**src/ext_harness_pkg.sv**
```systemverilog
// ****************************************
// Shared constants for the external harness
// Address map, domain count, widths and latency
// ****************************************
package ext_harness_pkg;

  // Power domains and switch-cell emulation
  localparam int unsigned NUM_DOMAINS        = 4;
  localparam int unsigned SWITCH_ACK_LATENCY = 15;

  // Register bus widths
  localparam int unsigned REG_ADDR_W = 32;
  localparam int unsigned REG_DATA_W = 32;

  // Interrupt sources
  localparam int unsigned NUM_INT_SRC   = 3;
  localparam int unsigned INT_DMA_IDX   = 0;
  localparam int unsigned INT_FIFO_IDX  = 1;
  localparam int unsigned INT_POWER_IDX = 2;

  // Peripheral address map
  localparam logic [REG_ADDR_W-1:0] POWER_CTRL_BASE = 32'h0000_0000;
  localparam logic [REG_ADDR_W-1:0] INTR_BASE       = 32'h0000_0100;
  localparam logic [REG_ADDR_W-1:0] PERIPH_SPAN     = 32'h0000_0100;

  // Power block offsets
  localparam logic [REG_ADDR_W-1:0] SWITCH_OFS = 32'h0;
  localparam logic [REG_ADDR_W-1:0] ISO_OFS    = 32'h4;
  localparam logic [REG_ADDR_W-1:0] RST_OFS    = 32'h8;
  // Read only
  localparam logic [REG_ADDR_W-1:0] ACK_OFS    = 32'hC;

  // Interrupt block offsets
  localparam logic [REG_ADDR_W-1:0] PENDING_OFS = 32'h0;
  localparam logic [REG_ADDR_W-1:0] ENABLE_OFS  = 32'h4;

endpackage

```
**src/reg_bus_if.sv**
```systemverilog
// ****************************************
// Register bus, one request and its response
// Host drives the request, device the response
// ****************************************
interface reg_bus_if;
  import ext_harness_pkg::*;

  logic                  valid;
  logic                  write;
  logic [REG_ADDR_W-1:0] addr;
  logic [REG_DATA_W-1:0] wdata;
  logic [REG_DATA_W-1:0] rdata;
  logic                  error;
  logic                  ready;

  modport host (
    output valid, write, addr, wdata,
    input  rdata, error, ready
  );

  modport device (
    input  valid, write, addr, wdata,
    output rdata, error, ready
  );

endinterface

```
**src/reg_router.sv**
```systemverilog
// ****************************************
// Address decoder and demux for the register bus
// Misses answer at once with an error
// ****************************************
module reg_router (
  input  logic                                  clk_i,
  input  logic                                  rst_n_i,
  input  logic                                  req_valid_i,
  input  logic                                  req_write_i,
  input  logic [ext_harness_pkg::REG_ADDR_W-1:0] req_addr_i,
  input  logic [ext_harness_pkg::REG_DATA_W-1:0] req_wdata_i,
  output logic [ext_harness_pkg::REG_DATA_W-1:0] rsp_rdata_o,
  output logic                                  rsp_error_o,
  output logic                                  rsp_ready_o,
  reg_bus_if.host                               pwr_bus,
  reg_bus_if.host                               intr_bus
);
  import ext_harness_pkg::*;

  logic [REG_ADDR_W-1:0] pwr_ofs;
  logic [REG_ADDR_W-1:0] intr_ofs;
  logic                  pwr_sel;
  logic                  intr_sel;

  // Offset into each block doubles as the range check
  assign pwr_ofs  = req_addr_i - POWER_CTRL_BASE;
  assign intr_ofs = req_addr_i - INTR_BASE;
  assign pwr_sel  = (pwr_ofs < PERIPH_SPAN);
  assign intr_sel = (intr_ofs < PERIPH_SPAN);

  assign pwr_bus.valid  = req_valid_i & pwr_sel;
  assign pwr_bus.write  = req_write_i;
  assign pwr_bus.addr   = pwr_ofs;
  assign pwr_bus.wdata  = req_wdata_i;

  assign intr_bus.valid = req_valid_i & intr_sel;
  assign intr_bus.write = req_write_i;
  assign intr_bus.addr  = intr_ofs;
  assign intr_bus.wdata = req_wdata_i;

  always_comb begin
    if (pwr_sel) begin
      rsp_rdata_o = pwr_bus.rdata;
      rsp_error_o = pwr_bus.error;
      rsp_ready_o = pwr_bus.ready;
    end else if (intr_sel) begin
      rsp_rdata_o = intr_bus.rdata;
      rsp_error_o = intr_bus.error;
      rsp_ready_o = intr_bus.ready;
    end else begin
      // Unmapped address
      rsp_rdata_o = '0;
      rsp_error_o = 1'b1;
      rsp_ready_o = 1'b1;
    end
  end

  // Address map must not overlap
  a_one_hot_sel : assert property (
    @(posedge clk_i) disable iff (!rst_n_i) !(pwr_sel && intr_sel)
  );

endmodule

```
**src/power_ctrl_regs.sv**
```systemverilog
// ****************************************
// Power control registers for external domains
// Drives switch, isolation and reset per domain
// ****************************************
module power_ctrl_regs (
  input  logic                                   clk_i,
  input  logic                                   rst_n_i,
  reg_bus_if.device                              bus,
  input  logic [ext_harness_pkg::NUM_DOMAINS-1:0] ack_n_i,
  output logic [ext_harness_pkg::NUM_DOMAINS-1:0] switch_n_o,
  output logic [ext_harness_pkg::NUM_DOMAINS-1:0] iso_n_o,
  output logic [ext_harness_pkg::NUM_DOMAINS-1:0] domain_rst_n_o,
  output logic                                   power_done_o
);
  import ext_harness_pkg::*;

  logic [NUM_DOMAINS-1:0] switch_n_q;
  logic [NUM_DOMAINS-1:0] iso_n_q;
  logic [NUM_DOMAINS-1:0] rst_n_q;
  logic                   busy_q;
  logic                   power_done_q;
  logic                   wr_en;
  logic                   switch_wr;
  logic [NUM_DOMAINS-1:0] wr_bits;
  logic [REG_DATA_W-1:0]  rdata;

  assign wr_en     = bus.valid & bus.write;
  assign wr_bits   = bus.wdata[NUM_DOMAINS-1:0];
  assign switch_wr = wr_en && (bus.addr == SWITCH_OFS);

  always_ff @(posedge clk_i or negedge rst_n_i) begin
    if (!rst_n_i) begin
      switch_n_q <= '0;
      iso_n_q    <= '1;
      rst_n_q    <= '1;
    end else if (wr_en) begin
      case (bus.addr)
        SWITCH_OFS: switch_n_q <= wr_bits;
        ISO_OFS:    iso_n_q    <= wr_bits;
        RST_OFS:    rst_n_q    <= wr_bits;
        default:    ;
      endcase
    end
  end

  // Busy from a switch change until the acks catch up
  always_ff @(posedge clk_i or negedge rst_n_i) begin
    if (!rst_n_i) begin
      busy_q       <= 1'b0;
      power_done_q <= 1'b0;
    end else if (switch_wr && (wr_bits != switch_n_q)) begin
      busy_q       <= 1'b1;
      power_done_q <= 1'b0;
    end else if (busy_q && (ack_n_i == switch_n_q)) begin
      busy_q       <= 1'b0;
      power_done_q <= 1'b1;
    end else begin
      power_done_q <= 1'b0;
    end
  end

  always_comb begin
    rdata = '0;
    case (bus.addr)
      SWITCH_OFS: rdata[NUM_DOMAINS-1:0] = switch_n_q;
      ISO_OFS:    rdata[NUM_DOMAINS-1:0] = iso_n_q;
      RST_OFS:    rdata[NUM_DOMAINS-1:0] = rst_n_q;
      // Live value from the switch cells
      ACK_OFS:    rdata[NUM_DOMAINS-1:0] = ack_n_i;
      default:    rdata = '0;
    endcase
  end

  assign bus.rdata = rdata;
  assign bus.error = 1'b0;
  assign bus.ready = 1'b1;

  assign switch_n_o     = switch_n_q;
  assign iso_n_o        = iso_n_q;
  assign domain_rst_n_o = rst_n_q;
  assign power_done_o   = power_done_q;

  a_done_single_pulse : assert property (
    @(posedge clk_i) disable iff (!rst_n_i) power_done_o |=> !power_done_o
  );

endmodule

```
**src/switch_ack_model.sv**
```systemverilog
// ****************************************
// Power-switch cell stand-in
// Acks follow the request after a fixed delay
// ****************************************
module switch_ack_model (
  input  logic                                   clk_i,
  input  logic                                   rst_n_i,
  input  logic [ext_harness_pkg::NUM_DOMAINS-1:0] switch_n_i,
  output logic [ext_harness_pkg::NUM_DOMAINS-1:0] ack_n_o
);
  import ext_harness_pkg::*;

  // One stage per cycle of latency
  logic [SWITCH_ACK_LATENCY-1:0][NUM_DOMAINS-1:0] stage_q;

  always_ff @(posedge clk_i or negedge rst_n_i) begin
    if (!rst_n_i) begin
      stage_q <= '0;
    end else begin
      stage_q <= {stage_q[SWITCH_ACK_LATENCY-2:0], switch_n_i};
    end
  end

  // Oldest stage is the ack
  assign ack_n_o = stage_q[SWITCH_ACK_LATENCY-1];

endmodule

```
**src/ext_intr_regs.sv**
```systemverilog
// ****************************************
// External interrupt collector
// Sticky pending bits masked by enable
// ****************************************
module ext_intr_regs (
  input  logic                                   clk_i,
  input  logic                                   rst_n_i,
  reg_bus_if.device                              bus,
  input  logic                                   dma_intr_i,
  input  logic                                   fifo_intr_i,
  input  logic                                   power_done_i,
  output logic [ext_harness_pkg::NUM_INT_SRC-1:0] intr_vector_o
);
  import ext_harness_pkg::*;

  logic [NUM_INT_SRC-1:0] src;
  logic [NUM_INT_SRC-1:0] clr;
  logic [NUM_INT_SRC-1:0] pending_q;
  logic [NUM_INT_SRC-1:0] enable_q;
  logic                   wr_en;
  logic [REG_DATA_W-1:0]  rdata;

  always_comb begin
    src                = '0;
    src[INT_DMA_IDX]   = dma_intr_i;
    src[INT_FIFO_IDX]  = fifo_intr_i;
    src[INT_POWER_IDX] = power_done_i;
  end

  assign wr_en = bus.valid & bus.write;
  // Write 1 to clear
  assign clr = (wr_en && (bus.addr == PENDING_OFS)) ? bus.wdata[NUM_INT_SRC-1:0] : '0;

  always_ff @(posedge clk_i or negedge rst_n_i) begin
    if (!rst_n_i) begin
      pending_q <= '0;
      enable_q  <= '0;
    end else begin
      // A new event beats the clear
      pending_q <= (pending_q & ~clr) | src;
      if (wr_en && (bus.addr == ENABLE_OFS)) begin
        enable_q <= bus.wdata[NUM_INT_SRC-1:0];
      end
    end
  end

  always_comb begin
    rdata = '0;
    case (bus.addr)
      PENDING_OFS: rdata[NUM_INT_SRC-1:0] = pending_q;
      ENABLE_OFS:  rdata[NUM_INT_SRC-1:0] = enable_q;
      default:     rdata = '0;
    endcase
  end

  assign bus.rdata = rdata;
  assign bus.error = 1'b0;
  assign bus.ready = 1'b1;

  assign intr_vector_o = pending_q & enable_q;

endmodule

```
**src/ext_harness.sv**
```systemverilog
// ****************************************
// External register path and power emulation
// Top level with a plain register bus in and domain controls out
// ****************************************
module ext_harness (
  input  logic                                   clk_i,
  input  logic                                   rst_n_i,
  input  logic                                   reg_valid_i,
  input  logic                                   reg_write_i,
  input  logic [ext_harness_pkg::REG_ADDR_W-1:0]  reg_addr_i,
  input  logic [ext_harness_pkg::REG_DATA_W-1:0]  reg_wdata_i,
  output logic [ext_harness_pkg::REG_DATA_W-1:0]  reg_rdata_o,
  output logic                                   reg_error_o,
  output logic                                   reg_ready_o,
  input  logic                                   dma_intr_i,
  input  logic                                   fifo_intr_i,
  output logic [ext_harness_pkg::NUM_DOMAINS-1:0] domain_switch_n_o,
  output logic [ext_harness_pkg::NUM_DOMAINS-1:0] domain_switch_ack_n_o,
  output logic [ext_harness_pkg::NUM_DOMAINS-1:0] domain_iso_n_o,
  output logic [ext_harness_pkg::NUM_DOMAINS-1:0] domain_rst_n_o,
  output logic [ext_harness_pkg::NUM_INT_SRC-1:0] intr_vector_o
);

  logic power_done;

  reg_bus_if pwr_bus ();
  reg_bus_if intr_bus ();

  reg_router i_reg_router (
    .clk_i       (clk_i),
    .rst_n_i     (rst_n_i),
    .req_valid_i (reg_valid_i),
    .req_write_i (reg_write_i),
    .req_addr_i  (reg_addr_i),
    .req_wdata_i (reg_wdata_i),
    .rsp_rdata_o (reg_rdata_o),
    .rsp_error_o (reg_error_o),
    .rsp_ready_o (reg_ready_o),
    .pwr_bus     (pwr_bus.host),
    .intr_bus    (intr_bus.host)
  );

  power_ctrl_regs i_power_ctrl_regs (
    .clk_i          (clk_i),
    .rst_n_i        (rst_n_i),
    .bus            (pwr_bus.device),
    .ack_n_i        (domain_switch_ack_n_o),
    .switch_n_o     (domain_switch_n_o),
    .iso_n_o        (domain_iso_n_o),
    .domain_rst_n_o (domain_rst_n_o),
    .power_done_o   (power_done)
  );

  switch_ack_model i_switch_ack_model (
    .clk_i      (clk_i),
    .rst_n_i    (rst_n_i),
    .switch_n_i (domain_switch_n_o),
    .ack_n_o    (domain_switch_ack_n_o)
  );

  ext_intr_regs i_ext_intr_regs (
    .clk_i         (clk_i),
    .rst_n_i       (rst_n_i),
    .bus           (intr_bus.device),
    .dma_intr_i    (dma_intr_i),
    .fifo_intr_i   (fifo_intr_i),
    .power_done_i  (power_done),
    .intr_vector_o (intr_vector_o)
  );

endmodule

```
**config.mk**
```make
export PLATFORM = sky130hd
export DESIGN_NAME = ext_harness
export DESIGN_NICKNAME = d
export VERILOG_FILES = /design/src/ext_harness_pkg.sv /design/src/reg_bus_if.sv /design/src/reg_router.sv /design/src/power_ctrl_regs.sv /design/src/switch_ack_model.sv /design/src/ext_intr_regs.sv /design/src/ext_harness.sv
export SDC_FILE = /design/constraint.sdc
export NUM_CORES = 1
export LEC_CHECK = 0
export BUFFER_PORTS_ARGS = -buffer_cell sky130_fd_sc_hd__buf_4
export CAP_MARGIN = 5
export CORE_ASPECT_RATIO = 1.4
export CORE_MARGIN = 1
export CORE_UTILIZATION = 60
export CTS_CLUSTER_SIZE = 40
export DETAILED_ROUTE_END_ITERATION = 8
export GPL_ROUTABILITY_DRIVEN = 0
export PLACE_DENSITY = 0.91
export SYNTH_ARGS = -nofsm -noshare
export SYNTH_HDL_FRONTEND = slang
export SYNTH_HIERARCHICAL = 1
export SYNTH_SLANG_ARGS = --single-unit
```
**constraint.sdc**
```tcl
create_clock -name clk_i -period 7.1 [get_ports clk_i]
set_clock_uncertainty 0.05 [all_clocks]
set_input_delay 0.355 -clock clk_i [delete_from_list [all_inputs] [get_ports clk_i]]
set_output_delay 0.355 -clock clk_i [all_outputs]
set_load 0.03 [all_outputs]
```
# == Word level (Yosys, flattened, before mapping) ==
# Cells that the tools add are included.
# classes
n_addsub,1
order_cmp,2
n_eq_ne,6
muxes,11
bitwise_logic,8
reduce_logical,11
# op_table
cell,count
$eq A32 B3 Y1 const B,2
$eq A32 B4 Y1 const B,2
$logic_not A32 Y1,2
$lt A32 B9 Y1 const B,2
$mux W32,1
$sub A32 B9 Y32 const B,1
$pmux W4 S4,1
$and A3 B3 Y3,2
$mux W1,6
$mux W3,2
$pmux W3 S2,1
$reduce_and A2 Y1,3
$logic_and A1 B1 Y1,5
$and A1 B1 Y1,4
$eq A4 B4 Y1,1
$ne A4 B4 Y1,1
$not A3 Y3,1
$or A3 B3 Y3,1
$reduce_bool A2 Y1,1
# totals
reg_bits,80
in_bits,70

# == Logic depth before layout (Yosys ltp) ==
# Gate-level depths: netlist (run 1).
# depth
depth_word,9
depth_mapped,15
ltp_nobuf,12

# == By module ==
# Netlist (run 1), hierarchy kept.
# by_module_without_submodules
module,n_inst,cells_each,area_each_um2,seq_area_each_um2
reg_router,1,336,2323.5,0.0
switch_ack_model,1,64,1531.5,1501.4
power_ctrl_regs,1,98,1189.9,360.3
ext_intr_regs,1,72,669.4,150.1

# == Least setup slack after synthesis (run 1) ==
# OpenSTA, ideal clock, no wires.
# synth_path
path_kind,input -> output
start,input port reg_addr_i[8] in the netlist's numbering
end,output port reg_rdata_o[0] in the netlist's numbering
t_arrival_ns,3.090
t_required_ns,6.695
slack_ns,3.605
path_stages,13
path_buffers,2
path_cell_list,inv_1 > ha_1 > clkbuf_1 > nand4_1 > clkbuf_1 > nor4_1 > xor2_1 > nor4_1 > and4_1 > nand3_1 > nor2_1 > nand2_1 > o31ai_1
# synth_via
elab_chain_cells,5
word_cells_on_any_way,13
cone_classes,1 x add/sub; 2 x order compare; 4 x eq/ne; 4 x mux; 2 x reduce/logical
# synth_rtl
item,line_no,source
start: declaration,ext_harness.sv:10,"input logic [ext_harness_pkg::REG_ADDR_W-1:0] reg_addr_i,"
$sub A32 B9 Y32 (*),reg_router.sv:27,assign intr_ofs = req_addr_i - INTR_BASE;
named net intr_bus.addr[26],reg_bus_if.sv:10,logic [REG_ADDR_W-1:0] addr;
$eq A32 B3 Y1 / $logic_not A32 Y1 (equally long branches),ext_intr_regs.sv:49,case (bus.addr)
$pmux W3 S2 (*),ext_intr_regs.sv:49,
named net intr_bus.rdata[0],reg_bus_if.sv:12,logic [REG_DATA_W-1:0] rdata;
$mux W3 (*),reg_router.sv:46,end else if (intr_sel) begin
$mux W32 (*),reg_router.sv:42,if (pwr_sel) begin
end: declaration,ext_harness.sv:12,"output logic [ext_harness_pkg::REG_DATA_W-1:0] reg_rdata_o,"
# The timed path passes the listed nets; every way through them passes the cells marked *.

# == Worst setup path after layout (run 1) ==
# layout_path
start,input port reg_addr_i[8] in the netlist's numbering
end,output port reg_error_o
# layout_via
elab_chain_cells,4
word_cells_on_any_way,5
cone_classes,1 x add/sub; 2 x order compare; 2 x mux
# layout_rtl
item,line_no,source
$sub A32 B9 Y32,reg_router.sv:27,
named net intr_bus.addr[8],reg_bus_if.sv:10,
$lt A32 B9 Y1,reg_router.sv:29,assign intr_sel = (intr_ofs < PERIPH_SPAN);
$mux W1,reg_router.sv:46,
$mux W1,reg_router.sv:42,
end: declaration,ext_harness.sv:13,"output logic reg_error_o,"
# The timed path passes the listed nets, and every way through them passes these cells.

==> impl_metrics.csv, run 1 <==
group,metric,value,unit
routing,antenna_left,0,
timing,rsz0062_at_grt,"false",
timing,setup_violations,0,
logic_synthesis,synth_cells,513,
timing,maxSlewHeadroom,34.7,%
routing,drt_wl_total,10.3,mm
timing,tns,0,ns
global_route,grt_overflow_total,0,
timing,max_freq,234,MHz
routing,drtIter0Drc,177,
pwr,finalPower,1000,uW
clocking,tritoncts,"done",
clocking,clk_pin_slew,0.06,ns
global_route,grt_pass1_wl,17.0,mm
timing,fin_crit_sh,60.1,%
final_layout,n_fill_cell,636,
logic_synthesis,ys_warn_count,6,
global_route,grt_usage,24.4,%
timing,timing.final.crit_period,4.27,ns
run,maxCapViolations,0,
floorplanning,row_count,40,
final_layout,syn2layout_area_growth,3.38,%
critical_path,required,6.69,ns
critical_path,ff2ff_path_depth,4,
routing,drt_pass1_iterations,4,
timing,timing.final.ws_setup,2.83,ns
critical_path,cp-endpoint,"reg_error_o",
critical_path,r2r_setup_slack,5.69,ns
clocking,h-tree-depth,3,
final_layout,fin_nets,586,
critical_path,r2r_end,"i_power_ctrl_regs/power_done_o$_DFF_PN0_",
floorplanning,coreArea,8560,um2
global_route,grt_pass1_vias,3400,
clocking,cts_root_buf,"clkbuf_16",
worst_hold_path,hold_path_class,"in2async",
placement,pre_cts_ws,2.63,ns
pwr,leakage,0.00255,uW
routing,via_count,3423,
placement,placed_cells,608,
timing,maxSlewViolCount,0,
critical_path,worstSetupPathType,"in2out",
routing,wl_per_cell,16.5,um
critical_path,arrival,3.86,ns
clocking,clkLatencyLatePin,0.33,ns
floorplanning,ios,123,
routing,drcViolationCount,0,
floorplanning,die_w,81.3,um
floorplanning,dieHeight,113,um
critical_path,path_max_fanout,35,
global_route,grt_max_degree,81,
clocking,clock-sinks,80,
global_route,antenna_found_initial,0,
floorplanning,start_util,61.8,%
critical_path,cp-startpoint,"reg_addr_i[8]",
run_status,status,"finished clean",
pwr,power_density,183,nW/um2
placement,detailed_place_hpwl,7.26,mm
clocking,cts_setup_buffers,0,
clocking,cts_hold_buf,0,
placement,port_buffers,65,
floorplanning,die-area,9200,um2
routing,routed_via_density,5.49,
clocking,cts_buffers,9,
critical_path,critPathLaunchType,"input port",
logic_synthesis,synth_area,5290,um2
pwr,vdd_drop_max,0.217,mV
final_layout,layout.cells.non_filler,624,
timing,tightest_slew,0.970,ns
final_layout,antenna_cells,0,
timing,hold_viol_final,0,
critical_path,r2r_start,"i_power_ctrl_regs/switch_n_o[0]$_DFFE_PN0P_",
clocking,max-clock-path-buffers,2,
critical_path,cp-end-kind,"primary output",
clocking,cts.repair.resized,0,
logic_synthesis,syn-mean-instance-area,10.3,um2
final_layout,drive_gt1_share,32.6,%
-- cell type report --
| cell class | instances | area (um2) | share of cell area, % |
|---|---|---|---|
| timing repair buffer | 67 | 503 | 9.20 |
| inverter | 9 | 33.8 | 0.618 |
| multi-input combinational | 347 | 2480 | 45.4 |
| clock buffer | 9 | 225 | 4.12 |
| sequential | 80 | 2010 | 36.8 |
| tap | 105 | 131 | 2.40 |
| clock inverter | 7 | 77.6 | 1.42 |
-- sequential cells by signal (all words and copies together), names as in the netlist --
signal / cells
i_ext_intr_regs/enable_q: 3
i_ext_intr_regs/pending_q: 3
i_power_ctrl_regs/busy_q: 1
i_power_ctrl_regs/domain_rst_n_o: 4
i_power_ctrl_regs/iso_n_o: 4
i_power_ctrl_regs/power_done_o: 1
i_power_ctrl_regs/switch_n_o: 4
i_switch_ack_model/ack_n_o: 4
i_switch_ack_model/stage_q: 56
-- layer usage --
metal | wire length [um] | up-vias | GRT usage (%)
met5 | 0 | - | 0
li1 | - | 1618 | -
met3 | 630 | 16 | 5.56
met2 | 5270 | 124 | 41.1
met4 | 192 | 0 | 9.17
met1 | 4190 | 1665 | 29.8
-- worst min-delay path by stage --
stage | startpoint | cells after the start | end
2_1_floorplan | rst_n_i | 0 | i_ext_intr_regs/enable_q[0]$_DFFE_PN0P_
3_3_place_gp | i_switch_ack_model/stage_q[16]$_DFF_PN0_ | 0 | i_switch_ack_model/stage_q[20]$_DFF_PN0_
3_5_place_dp | i_switch_ack_model/stage_q[17]$_DFF_PN0_ | 0 | i_switch_ack_model/stage_q[21]$_DFF_PN0_
4_1_cts | rst_n_i | 1 | i_switch_ack_model/stage_q[1]$_DFF_PN0_
5_1_grt | dma_intr_i | 2 | i_ext_intr_regs/pending_q[0]$_DFF_PN0_
6_report | rst_n_i | 1 | i_switch_ack_model/stage_q[9]$_DFF_PN0_
-- metrics by stage --
stage	instance area, um2	hold slack (ns)	util, %
floorplan	5500	0.00941	-
global placement	5160	0.287	60.3
detailed placement	5160	0.285	60.3
CTS	5470	0.145	63.9
global route	5470	0.158	63.9
finish	5470	0.124	63.9
-- power by group --
group	internal (uW)	total (uW)	leakage (uW)	switching, uW
combinational	31.7	86.8	0.00133	55.1
sequential	456	456	0.00107	0.0000000000000233
clock	276	457	0.000147	181
-- critical path: stages --
cell and delay, ns:
buf_4 0.13, inv_1 0.07, ha_1 0.38, nand4_1 0.49, o31ai_1 0.48, a32oi_1 0.11, or4_2 1.15, o32a_1 0.50
buf_4 0.17
-- cell usage in the layout, fill, tap and decap left out, drive strengths merged, types with 5 or more instances in the layout --
master / instances
o31ai: 35
nand4: 9
clkbuf: 9
conb: 61
nor4: 21
nor2: 20
dfstp: 8
or4: 6
xnor2: 8
nand2: 74
xor2: 18
inv: 12
buf: 67
nand3: 5
mux2: 15
nor3: 12
a21oi: 5
dfrtp: 72
Power figures use the tool's default switching activity.
==> run 2: changes to the inputs <==
--- a/config.mk
+++ b/config.mk
@@ -9,11 +9,11 @@
 export CAP_MARGIN = 5
 export CORE_ASPECT_RATIO = 1.4
 export CORE_MARGIN = 1
-export CORE_UTILIZATION = 60
+export CORE_UTILIZATION = 50
 export CTS_CLUSTER_SIZE = 40
 export DETAILED_ROUTE_END_ITERATION = 8
 export GPL_ROUTABILITY_DRIVEN = 0
-export PLACE_DENSITY = 0.91
+export PLACE_DENSITY = 0.81
 export SYNTH_ARGS = -nofsm -noshare
 export SYNTH_HDL_FRONTEND = slang
 export SYNTH_HIERARCHICAL = 1
==> constraint.sdc (replaced) <==
create_clock -name clk_i -period 3.7 [get_ports clk_i]
set_clock_uncertainty 0.05 [all_clocks]
set_input_delay 0.185 -clock clk_i [delete_from_list [all_inputs] [get_ports clk_i]]
set_output_delay 0.185 -clock clk_i [all_outputs]
set_load 0.03 [all_outputs]
==> run 2 against run 1 <==
  * Power grew 97%
  * Largest cell class unchanged
  * Sequential power grew 92%
  * Final cell count grew 6.4%
  * Clock power grew 100%
  * Sequential share of layout area shrank 0.81 points
==> impl_metrics.csv, run 2 (synthesis results as in run 1) <==
group,metric,value,unit
global_route,grt_max_degree,81,
final_layout,largest_register_ffs,56,
worst_hold_path,hold_path_depth,2,
timing,max_freq,303,MHz
clocking,clock-sinks,80,
critical_path,critPathLaunchType,"input port",
critical_path,worstSetupPathType,"in2out",
floorplanning,dieHeight,124,um
timing,fin_crit_sh,89.3,%
final_layout,final_common_cell,"nand2_1",
global_route,grt_pass1_wl,16.3,mm
clocking,max-clock-path-buffers,2,
timing,maxSlewViolCount,0,
pwr,vdd_drop_max,0.441,mV
placement,placed_area,5240,um2
critical_path,r2r_setup_slack,2.34,ns
final_layout,antenna_cells,0,
critical_path,critPathMostFrequentCell,"buf_4",
clocking,clkLatencyLatePin,0.33,ns
clocking,tritoncts,"done",
routing,via_count,3393,
global_route,grt_usage,19.7,%
routing,antenna_left,0,
critical_path,arrival,3.07,ns
final_layout,syn2layout_area_growth,5.70,%
worst_hold_path,min_from,"reg_wdata_i[3]",
critical_path,r2r_end,"i_power_ctrl_regs/power_done_o$_DFF_PN0_",
global_route,antenna_found_initial,0,
placement,placed_cells,646,
clocking,cts_buffers,9,
global_route,grt_pass1_vias,3433,
final_layout,largest_register,"i_switch_ack_model/stage_q",
critical_path,path_cells,"buf_4, nor2_1, nand3_1, a2111oi_1, o211ai_1, or4_2, buf_4, o32a_1, buf_4",
floorplanning,row_count,44,
worst_hold_path,hold_path_class,"in2reg",
floorplanning,start_util,51.1,%
final_layout,final_cell_mix,"74 x nand2_1, 72 x dfrtp_1, 72 x buf_4, 61 x conb_1, 29 x o31ai_2",
routing,drtIter0Drc,169,
final_layout,fin_nets,594,
routing,drcViolationCount,0,
timing,tns,0,ns
critical_path,cp-end-kind,"primary output",
critical_path,required,3.46,ns
critical_path,ff2ff_path_depth,4,
floorplanning,ios,123,
final_layout,drive_gt1_share,32.9,%
timing,rsz0062_at_grt,"false",
routing,drt_pass1_iterations,7,
placement,port_buffers,65,
clocking,h-tree-depth,3,
routing,routed_via_density,5.11,
floorplanning,die_w,88.9,um
clocking,cts.repair.resized,0,
final_layout,layout.cells.non_filler,664,
pwr,power_density,352,nW/um2
timing,timing.final.crit_period,3.30,ns
worst_hold_path,hold-path-endpoint,"i_power_ctrl_regs/switch_n_o[3]$_DFFE_PN0P_",
clocking,clk_pin_slew,0.05,ns
floorplanning,coreArea,10300,um2
critical_path,r2r_start,"i_power_ctrl_regs/switch_n_o[1]$_DFFE_PN0P_",
routing,wl_per_cell,15.3,um
placement,detailed_place_hpwl,7.50,mm
floorplanning,die-area,11000,um2
critical_path,crit_slowest_cell,"or4_2",
final_layout,fin_area,5590,um2
pwr,leakage,0.00259,uW
timing,setup_violations,0,
timing,tightest_slew,0.975,ns
clocking,cts_root_buf,"clkbuf_16",
critical_path,slowest_delay,0.58,ns
clocking,cts_hold_buf,3,
clocking,cts_setup_buffers,0,
timing,hold_viol_final,0,
routing,drt_wl_total,10.2,mm
final_layout,n_fill_cell,901,
timing,maxSlewHeadroom,34.5,%
run,maxCapViolations,0,
global_route,grt_overflow_total,0,
critical_path,path_max_fanout,34,
run_status,status,"finished clean",
==> run 2: cell types whose count changed in the layout (fill, tap and decap cells not counted), sizes merged <==
cell         before  now
buf              67   72
bufinv            1    2
clkinvlp          1    0
dlygate4sd3       0    3
inv              12   11
==> run 2: per-stage QoR <==
step | setup WS, ns | utilization [%] | hold WS, ns | power (uW)
finish | 0.398 | 54.0 | 0.0740 | 1970
global route | 0.157 | 54.0 | 0.0637 | 2040
CTS | 0.424 | 54.0 | 0.0609 | 1980
detailed placement | 0.390 | 50.6 | 0.286 | 1050
global placement | 0.485 | 50.6 | 0.288 | 1050
floorplan | 0.545 | - | -0.161 | 1050
==> run 2: worst max path at each step <==
stage,start,end,slack [ns],cells after the start
2_1_floorplan,reg_addr_i[8],reg_rdata_o[0],0.55,13
4_1_cts,reg_addr_i[8],reg_error_o,0.42,9
3_5_place_dp,reg_addr_i[8],i_ext_intr_regs/enable_q[0]$_DFFE_PN0P_,0.39,10
6_report,reg_addr_i[8],reg_error_o,0.40,9
5_1_grt,reg_addr_i[8],reg_rdata_o[1],0.16,15
3_3_place_gp,reg_addr_i[21],i_ext_intr_regs/enable_q[2]$_DFFE_PN0P_,0.49,10
==> run 2: worst max-delay path, delay by kind of cell <==
family | cells | cell delay, ns
AND/OR/NAND/NOR | 3 | 1.17
AO/OA/AOI/OAI | 3 | 1.08
buffers and inverters | 3 | 0.62
==> run 2: cell type report <==
type	count	area [um2]	area share, %
Clock inverter	6	91.3	1.63
Sequential cell	80	2010	36.0
Tap cell	138	173	3.09
Inverter	9	33.8	0.605
Multi-Input combinational cell	347	2480	44.4
Timing Repair Buffer	75	571	10.2
Clock buffer	9	225	4.03
==> run 2: per-layer routing <==
layer	vias to the layer above	global-route usage [%]	wire, um	part of all wire, %
met4	0	6.65	184	1.8
met2	129	35.0	5230	51
li1	1622	-	-	-
met1	1627	22.7	4050	40
met5	-	0	0	0
met3	15	5.10	697	6.9
==> run 2: report_power, final <==
group	internal (uW)	switching (uW)
sequential	876	0.0000000000000406
clock	591	330
combinational	63.7	106
total	1530	436
==> run 3: changes to the inputs <==
--- a/config.mk
+++ b/config.mk
@@ -5,16 +5,18 @@
 export SDC_FILE = /design/constraint.sdc
 export NUM_CORES = 1
 export LEC_CHECK = 0
+export ABC_AREA = 1
 export BUFFER_PORTS_ARGS = -buffer_cell sky130_fd_sc_hd__buf_4
 export CAP_MARGIN = 5
 export CORE_ASPECT_RATIO = 1.4
 export CORE_MARGIN = 1
-export CORE_UTILIZATION = 50
+export CORE_UTILIZATION = 51
 export CTS_CLUSTER_SIZE = 40
 export DETAILED_ROUTE_END_ITERATION = 8
 export GPL_ROUTABILITY_DRIVEN = 0
-export PLACE_DENSITY = 0.81
+export PLACE_DENSITY = 0.82
 export SYNTH_ARGS = -nofsm -noshare
 export SYNTH_HDL_FRONTEND = slang
 export SYNTH_HIERARCHICAL = 1
 export SYNTH_SLANG_ARGS = --single-unit
+export TNS_END_PERCENT = 10
==> run 3 against run 2 <==
  * Final cell count grew 36%
  * Via count rose by 18%
  * Worst hold slack worse by 0.0014 ns
  * Design area grew 5.6%
  * Die area grew 4.0%
  * Non-clock buffer count down 4
  * Utilization increased by 0.87 points
  * Sequential power about the same
  * First-iteration DRC count is 7.7% higher
  * Wire length up 0.25%
  * Maximum frequency is 22% higher
  * Critical endpoint is now reg_rdata_o[2]
  * Highest routed layer unchanged
==> impl_metrics.csv, run 3 <==
group,metric,value,unit
run_status,status,"finished clean",
clocking,cts.repair.resized,0,
timing,maxSlewViolCount,0,
global_route,grt_pass1_vias,3777,
clocking,max-clock-path-buffers,2,
routing,drt_wl_total,10.2,mm
pwr,vdd_drop_max,0.420,mV
critical_path,critPathLaunchType,"input port",
floorplanning,die_w,90.7,um
global_route,antenna_found_initial,0,
final_layout,largest_register,"i_switch_ack_model/stage_q",
final_layout,fin_nets,831,
run,maxCapViolations,0,
final_layout,syn2layout_area_growth,5.10,%
routing,drtIter0Drc,182,
global_route,grt_max_degree,81,
final_layout,final_common_cell,"nand2_1",
critical_path,crit_family,"simple AND/OR/NAND/NOR gates",
clocking,clock-sinks,80,
final_layout,layout.cells.non_filler,905,
routing,antenna_left,0,
worst_hold_path,hold_path_class,"in2reg",
routing,drcViolationCount,0,
critical_path,crit_slowest_cell,"ha_1",
timing,setup_violations,0,
logic_synthesis,syn-mean-instance-area,7.52,um2
critical_path,required,3.46,ns
final_layout,n_fill_cell,1003,
logic_synthesis,synth_area,5610,um2
critical_path,path_max_fanout,9,
timing,max_freq,371,MHz
floorplanning,start_util,52.2,%
global_route,grt_overflow_total,0,
timing,hold_ws,0.0726,ns
timing,fin_crit_sh,72.9,%
floorplanning,die-area,11400,um2
placement,detailed_place_hpwl,7.52,mm
logic_synthesis,ys_warn_count,6,
placement,pre_cts_ws,0.979,ns
clocking,cts_root_buf,"clkbuf_16",
timing,timing.final.crit_period,2.70,ns
pwr,leakage,0.00323,uW
global_route,grt_pass1_wl,17.3,mm
routing,drt_pass1_iterations,4,
critical_path,arrival,2.46,ns
floorplanning,row_count,45,
floorplanning,coreArea,10800,um2
clocking,tritoncts,"done",
final_layout,antenna_cells,0,
clocking,cts_buffers,9,
timing,hold_viol_final,0,
timing,timing.final.ws_setup,1.00,ns
pwr,power_density,330,nW/um2
global_route,grt_usage,19.0,%
timing,rsz0062_at_grt,"false",
routing,routed_via_density,4.44,
critical_path,path_cells,"buf_4, inv_1, ha_1, nand2_4, nor2_8, nand3_2, nand2_1, nand2_2, nor2_1, nand2_1, nor2_2, nand2_2, nor2_4, nand2_1, nand2_1, nand2_1, nand3b_1, nand2_1, buf_4",
clocking,h-tree-depth,3,
timing,tns,0,ns
clocking,clkLatencyLatePin,0.34,ns
final_layout,largest_register_ffs,56,
floorplanning,ios,123,
clocking,clk_pin_slew,0.06,ns
logic_synthesis,synth_cells,746,
critical_path,critPathMostFrequentCell,"nand2_1",
timing,maxSlewHeadroom,38.3,%
final_layout,drive_gt1_share,21.1,%
routing,wl_per_cell,11.3,um
placement,port_buffers,65,
placement,placed_cells,886,
critical_path,cp-end-kind,"primary output",
timing,tightest_slew,0.926,ns
pwr,finalPower,1950,uW
critical_path,worstSetupPathType,"in2out",
final_layout,final_cell_mix,"228 x nand2_1, 72 x dfrtp_1, 68 x nor2_1, 68 x inv_1, 68 x buf_4",
critical_path,crit_buf_inv,3,
critical_path,slowest_delay,0.29,ns
floorplanning,dieHeight,126,um
routing,via_count,4016,
[run 3: changes by cell type in the layout (fill, tap and decap cells not counted), sizes merged, moves of 5 or more]
| cell | before | now |
|---|---|---|
| a21oi | 5 | 0 |
| inv | 11 | 74 |
| mux2 | 15 | 0 |
| nand2 | 74 | 244 |
| nand3 | 5 | 59 |
| nand3b | 4 | 21 |
| nor2 | 20 | 99 |
| nor3 | 12 | 0 |
| nor4 | 21 | 0 |
| o21ai | 1 | 18 |
| o31ai | 35 | 0 |
| or4 | 6 | 0 |
| xor2 | 18 | 0 |
[run 3: repair_timing]
item / CTS / global route
setup buffers: 0 / 0
hold buffers: 3 / 0
hold endpoints to repair: 74 / 0
[run 3: power breakdown]
group / internal, uW / total [uW] / switching, uW / leakage [uW]
Clock: 549 / 902 / 353 / 0.000151
Sequential: 875 / 875 / 0.0000000000000547 / 0.00107
Combinational: 63.3 / 168 / 105 / 0.00201
Total: 1490 / 1950 / 458 / 0.00323
[run 3: per-stage QoR]
stage / util [%] / instance area [um2]
after CTS: 54.9 / 5900
final: 54.9 / 5900
after global routing: 54.9 / 5900
after floorplan: - / 5830
after global placement: 51.7 / 5560
after detailed placement: 51.7 / 5560
[run 3: area by class of cell]
cell class                      instances  area (um2)  area share (%)
Inverter                               72         273            4.62
Clock buffer                           10         239            4.05
Clock inverter                          6        75.1            1.27
Sequential cell                        80        2010            34.1
Timing Repair Buffer                   71         541            9.16
Tap cell                              141         176            2.99
Multi-Input combinational cell        525        2580            43.8
[run 3: worst min-delay path, cell delays in order]
cell	delay, ns
buf_4	0.11
nand3_1	0.07
nand2_1	0.06
[run 3: per-layer routing]
metal	GRT usage, %	share of wire, %	up-vias
li1	-	-	2138
met5	0	0	-
met4	8.44	2.5	0
met3	3.20	4.5	18
met2	31.7	48	87
met1	24.0	45	1773
[run 3: final timing paths]
kind                                                              from                                       end  slack (ns)  cells after the start
max                                                      reg_addr_i[9]                            reg_rdata_o[2]        1.00                     19
min                                                     reg_wdata_i[2]   i_ext_intr_regs/enable_q[2]$_DFFE_PN0P_        0.07                      3
max reg2reg                i_power_ctrl_regs/switch_n_o[2]$_DFFE_PN0P_      i_power_ctrl_regs/busy_q$_DFFE_PN0P_        2.44                      4
min reg2reg                   i_switch_ack_model/stage_q[16]$_DFF_PN0_  i_switch_ack_model/stage_q[20]$_DFF_PN0_        0.29                      0
max in group asynchronous                                      rst_n_i  i_switch_ack_model/stage_q[16]$_DFF_PN0_        2.53                      2
min in group asynchronous                                      rst_n_i  i_switch_ack_model/stage_q[15]$_DFF_PN0_        0.48                      2
